<file path="src/design/sifh_pkg.sv">
package sifh_pkg;

    // Controller phases
    typedef enum logic [2:0] {
        IDLE  = 3'd0,
        BUILD = 3'd1,   // Accumulating samples
        FIND  = 3'd2,   // Peak search pass
        SHOW  = 3'd3,   // Result held for consumer
        CLEAR = 3'd4    // Wiping counters
    } ctrl_state_t;

    // Default sizing
    localparam int DEF_PIXELS  = 4;
    localparam int DEF_BINS    = 16;    // Power of two
    localparam int DEF_ACQS    = 8;
    localparam int DEF_DATA_W  = 8;
    localparam int DEF_COUNT_W = 8;

endpackage

</file>
<file path="src/design/hist_if.sv">
interface hist_if #(
    parameter int PIXELS  = sifh_pkg::DEF_PIXELS,
    parameter int BINS    = sifh_pkg::DEF_BINS,
    parameter int COUNT_W = sifh_pkg::DEF_COUNT_W
);
    localparam int BIN_W = $clog2(BINS);
    localparam int PIX_W = (PIXELS > 1) ? $clog2(PIXELS) : 1;

    // Update side
    logic               upd_valid;
    logic [PIX_W-1:0]   upd_pixel;
    logic [BIN_W-1:0]   upd_bin;

    // Scan side
    logic               rd_en;
    logic [PIX_W-1:0]   rd_pixel;
    logic [BIN_W-1:0]   rd_bin;
    logic [COUNT_W-1:0] rd_count;   // One cycle after rd_en

    modport update (output upd_valid, upd_pixel, upd_bin);
    modport scan (output rd_en, rd_pixel, rd_bin, input rd_count);
    modport mem (
        input  upd_valid, upd_pixel, upd_bin, rd_en, rd_pixel, rd_bin,
        output rd_count
    );
endinterface

</file>
<file path="src/design/sample_decoder.sv">
module sample_decoder #(
    parameter int PIXELS = sifh_pkg::DEF_PIXELS,
    parameter int BINS   = sifh_pkg::DEF_BINS,
    parameter int ACQS   = sifh_pkg::DEF_ACQS,
    parameter int DATA_W = sifh_pkg::DEF_DATA_W
) (
    input  logic              clk,
    input  logic              res,
    input  logic              in_valid,
    input  logic [DATA_W-1:0] in_data,
    input  logic              accept_en,
    output logic              in_ready,
    hist_if.update            upd,
    output logic              done_build
);
    localparam int BIN_W = $clog2(BINS);
    localparam int PIX_W = (PIXELS > 1) ? $clog2(PIXELS) : 1;
    localparam int ACQ_W = (ACQS > 1) ? $clog2(ACQS) : 1;

    logic [PIX_W-1:0] pix_cnt;
    logic [ACQ_W-1:0] acq_cnt;
    logic             fire;
    logic             last_pix;
    logic             last_acq;

    assign in_ready = accept_en;
    assign fire     = in_valid && in_ready;
    assign last_pix = (pix_cnt == PIX_W'(PIXELS - 1));
    assign last_acq = (acq_cnt == ACQ_W'(ACQS - 1));

    assign upd.upd_valid = fire;
    assign upd.upd_pixel = pix_cnt;
    assign upd.upd_bin   = in_data[DATA_W-1 -: BIN_W];   // Time bin from upper bits

    // Last sample of the last acquisition
    assign done_build = fire && last_pix && last_acq;

    // Round-robin pixel index, acquisition index behind it
    always_ff @(posedge clk or negedge res) begin
        if (!res) begin
            pix_cnt <= '0;
            acq_cnt <= '0;
        end else if (fire) begin
            if (last_pix) begin
                pix_cnt <= '0;
                acq_cnt <= last_acq ? '0 : acq_cnt + 1'b1;
            end else begin
                pix_cnt <= pix_cnt + 1'b1;
            end
        end
    end

    // Controller must close the input right after the build completes
    ap_closed_after_build: assert property (
        @(posedge clk) disable iff (!res)
        done_build |=> !accept_en && !upd.upd_valid
    );

endmodule

</file>
<file path="src/design/histogram_ctrl.sv">
module histogram_ctrl #(
    parameter int PIXELS = sifh_pkg::DEF_PIXELS,
    parameter int BINS   = sifh_pkg::DEF_BINS
) (
    input  logic clk,
    input  logic res,
    input  logic first_sample,
    input  logic done_build,
    input  logic scan_done,
    input  logic result_taken,
    output logic accept_en,
    output logic scan_start,
    output logic show_en,
    output logic clr_en,
    output logic [((PIXELS > 1) ? $clog2(PIXELS) : 1) + $clog2(BINS) - 1:0] clr_addr,
    output logic busy
);
    localparam int BIN_W  = $clog2(BINS);
    localparam int PIX_W  = (PIXELS > 1) ? $clog2(PIXELS) : 1;
    localparam int ADDR_W = PIX_W + BIN_W;
    localparam logic [ADDR_W-1:0] CLR_LAST = ADDR_W'(PIXELS * BINS - 1);

    sifh_pkg::ctrl_state_t state;
    logic [1:0]            drain_cnt;   // Pipeline drain after last sample

    always_ff @(posedge clk or negedge res) begin
        if (!res) begin
            state      <= sifh_pkg::IDLE;
            drain_cnt  <= 2'd0;
            clr_addr   <= '0;
            scan_start <= 1'b0;
        end else begin
            scan_start <= 1'b0;
            case (state)
                sifh_pkg::IDLE: begin
                    if (first_sample) begin
                        state <= sifh_pkg::BUILD;
                        if (done_build) begin
                            drain_cnt <= 2'd2;   // Single-sample run
                        end
                    end
                end
                sifh_pkg::BUILD: begin
                    if (done_build) begin
                        drain_cnt <= 2'd2;
                    end else if (drain_cnt != 2'd0) begin
                        drain_cnt <= drain_cnt - 2'd1;
                        if (drain_cnt == 2'd1) begin
                            state      <= sifh_pkg::FIND;
                            scan_start <= 1'b1;
                        end
                    end
                end
                sifh_pkg::FIND: begin
                    if (scan_done) begin
                        state <= sifh_pkg::SHOW;
                    end
                end
                sifh_pkg::SHOW: begin
                    if (result_taken) begin
                        state    <= sifh_pkg::CLEAR;
                        clr_addr <= '0;
                    end
                end
                sifh_pkg::CLEAR: begin
                    clr_addr <= clr_addr + 1'b1;
                    if (clr_addr == CLR_LAST) begin
                        state <= sifh_pkg::IDLE;
                    end
                end
                default: state <= sifh_pkg::IDLE;
            endcase
        end
    end

    assign accept_en = (state == sifh_pkg::IDLE) ||
                       (state == sifh_pkg::BUILD && drain_cnt == 2'd0);
    assign show_en   = (state == sifh_pkg::SHOW);
    assign clr_en    = (state == sifh_pkg::CLEAR);
    assign busy      = (state != sifh_pkg::IDLE);

    // Peak search finishes only inside FIND
    ap_scan_done_in_find: assert property (
        @(posedge clk) disable iff (!res)
        scan_done |-> state == sifh_pkg::FIND
    );

endmodule

</file>
<file path="src/design/histogram_ram.sv">
module histogram_ram #(
    parameter int PIXELS  = sifh_pkg::DEF_PIXELS,
    parameter int BINS    = sifh_pkg::DEF_BINS,
    parameter int COUNT_W = sifh_pkg::DEF_COUNT_W
) (
    input  logic  clk,
    input  logic  res,
    hist_if.mem   mem,
    input  logic  clr_en,
    input  logic [((PIXELS > 1) ? $clog2(PIXELS) : 1) + $clog2(BINS) - 1:0] clr_addr
);
    localparam int BIN_W  = $clog2(BINS);
    localparam int PIX_W  = (PIXELS > 1) ? $clog2(PIXELS) : 1;
    localparam int ADDR_W = PIX_W + BIN_W;
    localparam int DEPTH  = PIXELS * BINS;

    logic [COUNT_W-1:0] cnt_mem [DEPTH];
    logic [ADDR_W-1:0]  upd_addr;
    logic [ADDR_W-1:0]  rd_addr;
    logic               s1_valid;
    logic [ADDR_W-1:0]  s1_addr;
    logic [COUNT_W-1:0] s1_cnt;
    logic [COUNT_W-1:0] new_cnt;

    // Pixel-major layout, bins contiguous
    assign upd_addr = {mem.upd_pixel, mem.upd_bin};
    assign rd_addr  = {mem.rd_pixel, mem.rd_bin};

    assign new_cnt = (&s1_cnt) ? s1_cnt : s1_cnt + 1'b1;   // Saturating increment

    always_ff @(posedge clk or negedge res) begin
        if (!res) begin
            s1_valid <= 1'b0;
        end else begin
            s1_valid <= mem.upd_valid;
        end
    end

    // Stage one read, plus scan port
    always_ff @(posedge clk) begin
        s1_addr <= upd_addr;
        if (s1_valid && s1_addr == upd_addr) begin
            s1_cnt <= new_cnt;   // Write still in flight
        end else begin
            s1_cnt <= cnt_mem[upd_addr];
        end
        if (mem.rd_en) begin
            mem.rd_count <= cnt_mem[rd_addr];
        end
    end

    // Stage two write
    always_ff @(posedge clk or negedge res) begin
        if (!res) begin
            for (int i = 0; i < DEPTH; i++) begin
                cnt_mem[i] <= '0;
            end
        end else if (clr_en) begin
            cnt_mem[clr_addr] <= '0;
        end else if (s1_valid) begin
            cnt_mem[s1_addr] <= new_cnt;
        end
    end

    // Clear pass only after the update pipeline is empty
    ap_clear_vs_update: assert property (
        @(posedge clk) disable iff (!res)
        clr_en |-> !mem.upd_valid && !s1_valid
    );

endmodule

</file>
<file path="src/design/peak_finder.sv">
module peak_finder #(
    parameter int PIXELS  = sifh_pkg::DEF_PIXELS,
    parameter int BINS    = sifh_pkg::DEF_BINS,
    parameter int COUNT_W = sifh_pkg::DEF_COUNT_W
) (
    input  logic                                        clk,
    input  logic                                        res,
    input  logic                                        scan_start,
    hist_if.scan                                        scan,
    output logic [((PIXELS > 1) ? $clog2(PIXELS) : 1)-1:0] peak_pixel,
    output logic [$clog2(BINS)-1:0]                     peak_bin,
    output logic                                        peak_valid,
    output logic                                        scan_done
);
    localparam int BIN_W = $clog2(BINS);
    localparam int PIX_W = (PIXELS > 1) ? $clog2(PIXELS) : 1;
    localparam logic [BIN_W-1:0] BIN_LAST = BIN_W'(BINS - 1);
    localparam logic [PIX_W-1:0] PIX_LAST = PIX_W'(PIXELS - 1);

    logic               running;
    logic [PIX_W-1:0]   pix_q;
    logic [BIN_W-1:0]   bin_q;
    logic               d_valid;     // rd_count holds data this cycle
    logic [PIX_W-1:0]   d_pixel;
    logic [BIN_W-1:0]   d_bin;
    logic [COUNT_W-1:0] max_cnt;
    logic [BIN_W-1:0]   max_bin;
    logic               take;
    logic [BIN_W-1:0]   win_bin;

    assign scan.rd_en    = running;
    assign scan.rd_pixel = pix_q;
    assign scan.rd_bin   = bin_q;

    // Address walk over every pixel and bin
    always_ff @(posedge clk or negedge res) begin
        if (!res) begin
            running <= 1'b0;
            pix_q   <= '0;
            bin_q   <= '0;
            d_valid <= 1'b0;
        end else begin
            d_valid <= running;
            if (scan_start) begin
                running <= 1'b1;
                pix_q   <= '0;
                bin_q   <= '0;
            end else if (running) begin
                bin_q <= bin_q + 1'b1;   // Wraps at BINS
                if (bin_q == BIN_LAST) begin
                    if (pix_q == PIX_LAST) begin
                        running <= 1'b0;
                        pix_q   <= '0;
                    end else begin
                        pix_q <= pix_q + 1'b1;
                    end
                end
            end
        end
    end

    // First bin restarts the maximum, strictly greater keeps the lower bin on ties
    assign take    = (d_bin == '0) || (scan.rd_count > max_cnt);
    assign win_bin = take ? d_bin : max_bin;

    always_ff @(posedge clk) begin
        d_pixel <= pix_q;
        d_bin   <= bin_q;
        if (d_valid && take) begin
            max_cnt <= scan.rd_count;
            max_bin <= d_bin;
        end
    end

    assign peak_valid = d_valid && (d_bin == BIN_LAST);
    assign peak_pixel = d_pixel;
    assign peak_bin   = win_bin;
    assign scan_done  = peak_valid && (d_pixel == PIX_LAST);

    ap_scan_length: assert property (
        @(posedge clk) disable iff (!res)
        scan_start |-> ##(PIXELS * BINS + 1) scan_done
    );

endmodule

</file>
<file path="src/design/peak_collector.sv">
module peak_collector #(
    parameter int PIXELS = sifh_pkg::DEF_PIXELS,
    parameter int BINS   = sifh_pkg::DEF_BINS
) (
    input  logic                                           clk,
    input  logic                                           res,
    input  logic                                           peak_valid,
    input  logic [((PIXELS > 1) ? $clog2(PIXELS) : 1)-1:0] peak_pixel,
    input  logic [$clog2(BINS)-1:0]                        peak_bin,
    input  logic                                           show_en,
    input  logic                                           result_ready,
    output logic                                           result_valid,
    output logic [PIXELS*$clog2(BINS)-1:0]                 result,
    output logic                                           result_taken
);
    localparam int BIN_W = $clog2(BINS);

    logic [PIXELS-1:0][BIN_W-1:0] slots;   // Pixel 0 in the low bits

    always_ff @(posedge clk or negedge res) begin
        if (!res) begin
            slots <= '0;
        end else if (peak_valid) begin
            slots[peak_pixel] <= peak_bin;
        end
    end

    assign result       = slots;
    assign result_valid = show_en;
    assign result_taken = result_valid && result_ready;

    // Held result under back-pressure
    ap_result_hold: assert property (
        @(posedge clk) disable iff (!res)
        result_valid && !result_ready |=> result_valid && $stable(result)
    );

endmodule

</file>
<file path="src/design/sifh_top.sv">
module sifh_top #(
    parameter int PIXELS  = sifh_pkg::DEF_PIXELS,
    parameter int BINS    = sifh_pkg::DEF_BINS,
    parameter int ACQS    = sifh_pkg::DEF_ACQS,
    parameter int DATA_W  = sifh_pkg::DEF_DATA_W,
    parameter int COUNT_W = sifh_pkg::DEF_COUNT_W
) (
    input  logic                           clk,
    input  logic                           res,
    input  logic                           in_valid,
    input  logic [DATA_W-1:0]              in_data,
    output logic                           in_ready,
    output logic                           result_valid,
    input  logic                           result_ready,
    output logic [PIXELS*$clog2(BINS)-1:0] result,
    output logic                           busy
);
    localparam int BIN_W  = $clog2(BINS);
    localparam int PIX_W  = (PIXELS > 1) ? $clog2(PIXELS) : 1;
    localparam int ADDR_W = PIX_W + BIN_W;

    logic              accept_en;
    logic              done_build;
    logic              scan_start;
    logic              scan_done;
    logic              show_en;
    logic              clr_en;
    logic [ADDR_W-1:0] clr_addr;
    logic              peak_valid;
    logic [PIX_W-1:0]  peak_pixel;
    logic [BIN_W-1:0]  peak_bin;
    logic              result_taken;

    hist_if #(.PIXELS(PIXELS), .BINS(BINS), .COUNT_W(COUNT_W)) hist ();

    sample_decoder #(.PIXELS(PIXELS), .BINS(BINS), .ACQS(ACQS), .DATA_W(DATA_W)) u_dec (
        .clk, .res, .in_valid, .in_data, .accept_en, .in_ready,
        .upd(hist.update), .done_build
    );

    histogram_ctrl #(.PIXELS(PIXELS), .BINS(BINS)) u_ctrl (
        .clk, .res,
        .first_sample(hist.upd_valid),   // Any accepted sample
        .done_build, .scan_done, .result_taken,
        .accept_en, .scan_start, .show_en, .clr_en, .clr_addr, .busy
    );

    histogram_ram #(.PIXELS(PIXELS), .BINS(BINS), .COUNT_W(COUNT_W)) u_ram (
        .clk, .res, .mem(hist.mem), .clr_en, .clr_addr
    );

    peak_finder #(.PIXELS(PIXELS), .BINS(BINS), .COUNT_W(COUNT_W)) u_find (
        .clk, .res, .scan_start, .scan(hist.scan),
        .peak_pixel, .peak_bin, .peak_valid, .scan_done
    );

    peak_collector #(.PIXELS(PIXELS), .BINS(BINS)) u_coll (
        .clk, .res, .peak_valid, .peak_pixel, .peak_bin, .show_en,
        .result_ready, .result_valid, .result, .result_taken
    );

endmodule

</file>
<file path="config.mk">
export PLATFORM = sky130hd
export DESIGN_NAME = sifh_top
export DESIGN_NICKNAME = d
export VERILOG_FILES = /design/src/design/sifh_pkg.sv /design/src/design/hist_if.sv /design/src/design/sample_decoder.sv /design/src/design/histogram_ctrl.sv /design/src/design/histogram_ram.sv /design/src/design/peak_finder.sv /design/src/design/peak_collector.sv /design/src/design/sifh_top.sv
export SDC_FILE = /design/constraint.sdc
export NUM_CORES = 1
export LEC_CHECK = 0
export ABC_CLOCK_PERIOD_IN_PS = 7000
export BUFFER_PORTS_ARGS = -buffer_cell sky130_fd_sc_hd__buf_2
export CORE_MARGIN = 1
export CORE_UTILIZATION = 40
export DETAILED_ROUTE_END_ITERATION = 10
export PLACE_DENSITY_LB_ADDON = 0.1
export SLEW_MARGIN = 20
export SYNTH_ARGS = -nofsm -noshare
export SYNTH_HDL_FRONTEND = slang
export SYNTH_SLANG_ARGS = --single-unit
export TNS_END_PERCENT = 30
</file>
<file path="constraint.sdc">
create_clock -name clk -period 7 [get_ports clk]
set_clock_uncertainty 0.2 [all_clocks]
set_input_delay 1.05 -clock clk [delete_from_list [all_inputs] [get_ports clk]]
set_output_delay 1.05 -clock clk [all_outputs]
set_load 0.01 [all_outputs]
</file>
==> impl_metrics.csv <==
group,metric,value,unit
cells_and_area,final_area,33800,um2
logic_synthesis,ys_ff_latch,594,
critical_path,crit_type,"register to register",
logic_synthesis,synth-main-ff-cell,"dfrtp_1",
detailed_routing,vias_per_cell,7.00,
pwr,power_leakage,14.4,nW
detailed_routing,first_iter_violations,2486,
floorplan,fp.dieH,278,um
logic_synthesis,synth-edff-count,20,
hold_path,hp-class,"register to register",
logic_synthesis,ys_types,65,
critical_path,path_max_fanout,32,
cts,numCtsBuffers,71,
hold_path,hold_path_depth,0,
timing,finalSetupViolations,0,
detailed_routing,wl_per_cell,34.9,um
pwr,power_frac_seq,39.2,%
hold_path,worstHoldEndpoint,"u_find.max_cnt[0]",
cts,postCtsSetupBuffers,0,
grt,gr-total-overflow,0,
logic_synthesis,yosysWarnings,0,
critical_path,r2r_end,"u_ram.mem.rd_count[5]",
timing,setup_tns,0,ns
critical_path,r2r_cells,5,
critical_path,worstPathArrival,4.00,ns
timing,timing.final.crit_share,55.1,%
cells_and_area,fin_nets,2148,
pwr,p_sw,4.38,mW
grt,grt_pass1_wl,161000,um
logic_synthesis,muxShareOfSynthArea,23.1,%
timing,min_period,3.86,ns
pwr,p_sw_share,35.7,%
floorplan,initial_utilization,40.6,%
timing,hold_viol,0,
cts,htree_levels,3,
cts,cts_root_buf,"clkbuf_16",
critical_path,end_kind,"register",
placed_design,gp_congestion,0.898,
logic_synthesis,synth_top_family_by_area,"multiplexers",
detailed_routing,wl,110000,um
pwr,cellPowerDensity,363,nW/um2
grt,grt_pass1_vias,22000,
critical_path,worstPathRequired,7.14,ns
detailed_routing,vias,22000,
logic_synthesis,synthCells,2146,
pwr,p_int,7.89,mW
floorplan,fp.dieW,278,um
status,status,"completed",
grt,grt_max_degree,156,
logic_synthesis,async_flop_share,93.3,%
timing,fmax,259,MHz
cts,cts_max_path_buffers,3,
cells_and_area,layout_common_cells,"551 x dfrtp_1, 512 x a22o_1, 282 x mux4_2",
logic_synthesis,synth-xor-area-share,0.317,%
pwr,clockPowerShare,30.9,%
logic_synthesis,synth_area,30400,um2
hold_path,hold_start,"u_ram.mem.rd_count[0]",
timing,final_max_slew_viol_count,0,
placed_design,port_buffers,26,
logic_synthesis,synth-seq-area-share,48.9,%
critical_path,cp-start-kind,"register",
flow_run,cap_violations,0,
placed_design,dp_hpwl,69000,um
timing,rsz0062_at_grt,"no",
cts,cts_tree,"done",
cts,cts_hold_buf,0,
cells_and_area,n_antenna_cell,0,
cells_and_area,final_common_cell,"dfrtp_1",
cts,cts-resized-gates,0,
detailed_routing,dr.pass1.iters,7,
cells_and_area,syn2layout_area_growth,11.4,%
timing,tightest_slew,1.19,ns
floorplan,core-area,74800,um2
floorplan,die_area,77000,um2
cts,worstSkewPairLatency,0.63,ns
logic_synthesis,synth-simple-area-share,4.70,%
pwr,combPwrFrac,29.9,%
placed_design,dpl_cell_area,31500,um2
cells_and_area,final_core_util,45.2,%
detailed_routing,route.detailed.drc,0,
floorplan,io_pins,31,
logic_synthesis,synth_fa_ha_area_share,0.741,%
grt,track_usage,28.7,%
cells_and_area,layout-drive-gt1-share,26.6,%
logic_synthesis,avgSynthCellArea,14.2,um2
grt,antenna_found_initial,2,
cts,clock_sinks,594,
cts,clkTransAtPathRegs,0.06,ns
cells_and_area,fillers,6595,
critical_path,regToRegStartpoint,"u_find.scan.rd_bin[0]",
logic_synthesis,synth_compound_area_share,19.3,%
critical_path,ff2ff_setup_slack,3.14,ns
logic_synthesis,syn_nets,2176,
pwr,irDropWorstVdd,0.261,mV
timing,slew_headroom,20.4,%
floorplan,row_count,100,
detailed_routing,antenna_left,0,
[flip-flops by register name, indices dropped and copies added (netlist names)]
name	flops
u_find.scan.rd_bin	4
u_ctrl.clr_addr	6
u_find.max_bin	4
u_find.max_cnt	8
u_ctrl.scan_start	1
u_ctrl.state	3
u_coll.result	16
u_find.peak_pixel	2
u_ram.s1_addr	6
u_ram.mem.rd_count	8
u_dec.acq_cnt	3
u_ram.s1_valid	1
u_ram.cnt_mem	512
u_ctrl.drain_cnt	2
u_find.scan.rd_pixel	2
u_find.d_bin	4
u_dec.upd.upd_pixel	2
u_ram.s1_cnt	8
u_find.scan.rd_en	1
u_find.d_valid	1
[kinds of logic after synthesis]
family	Yosys count
fa+ha+maj	18
simple gates	277
compound gates	716
flops	594
xor+xnor	11
buf+inv	184
mux	346
[worst max path at each step]
stage | from | endpoint | slack, ns | cells after the start
after CTS | u_find.scan.rd_bin[0] | u_ram.mem.rd_count[4] | 3.14 | 5
after global placement | in_data[4] | u_ram.s1_cnt[5] | 2.87 | 7
final | u_find.scan.rd_bin[0] | u_ram.mem.rd_count[5] | 3.14 | 5
after detailed placement | in_data[4] | u_ram.s1_cnt[5] | 2.86 | 7
after floorplan | in_data[4] | u_ram.s1_cnt[2] | 3.96 | 8
after global routing | u_find.scan.rd_bin[0] | u_ram.mem.rd_count[5] | 2.96 | 5
[power by group through the flow]
stage	sequential, mW	combinational, mW	clock (mW)
floorplan	4.46	2.68	0
global placement	4.82	3.55	0
detailed placement	4.84	3.64	0
CTS	4.79	3.66	3.86
global route	4.89	3.89	3.98
finish	4.81	3.66	3.80
[per-stage QoR]
| stage | total power [mW] | hold slack [ns] | instances | setup slack (ns) |
|---|---|---|---|---|
| floorplan | 7.14 | 0.142 | 2146 | 3.96 |
| finish | 12.3 | 0.263 | 3142 | 3.14 |
| global route | 12.8 | 0.270 | 3142 | 2.96 |
| global placement | 8.37 | 0.249 | 3012 | 2.87 |
| CTS | 12.3 | 0.267 | 3142 | 3.14 |
| detailed placement | 8.48 | 0.253 | 3014 | 2.86 |
[cells in the mapped netlist (all sizes together), types with 15 or more instances]
master | count | area share (%)
a21oi | 100 | 2.1
mux4 | 282 | 21
dfrtp | 554 | 46
edfxtp | 20 | 2.0
mux2i | 46 | 1.5
inv | 18 | 0.22
buf | 101 | 1.9
nor2 | 110 | 1.6
nand3 | 32 | 0.56
a22o | 512 | 15
dfxtp | 20 | 1.3
clkbuf | 64 | 0.79
ha | 18 | 0.74
mux2 | 18 | 0.67
nand2 | 57 | 0.73
o21ai | 32 | 0.53
a22oi | 15 | 0.37
[worst max-delay path: stages (launching register included)]
cell     delay (ns)
dfrtp_4        0.89
buf_4          0.56
mux4_2         0.66
mux4_2         0.52
o21ai_0        0.57
o31ai_1        0.15
[layout make-up]
| type | count | area, um2 | share of cell area, % |
|---|---|---|---|
| multi-input cells | 1368 | 14700 | 43.5 |
| clock buffers | 96 | 2030 | 6.00 |
| well taps | 969 | 1210 | 3.58 |
| repair buffers | 64 | 593 | 1.75 |
| flip-flops and latches | 594 | 14900 | 44.0 |
| clock inverters | 32 | 349 | 1.03 |
| inverters | 19 | 71.3 | 0.211 |
[metal layers]
layer | GRT usage (%) | part of all wire (%)
met1 | 41.2 | 42
met3 | 6.86 | 9.5
met2 | 42.4 | 45
met4 | 10.6 | 3.6
met5 | 0 | 0.0091
(Power assumes the default switching activity.)
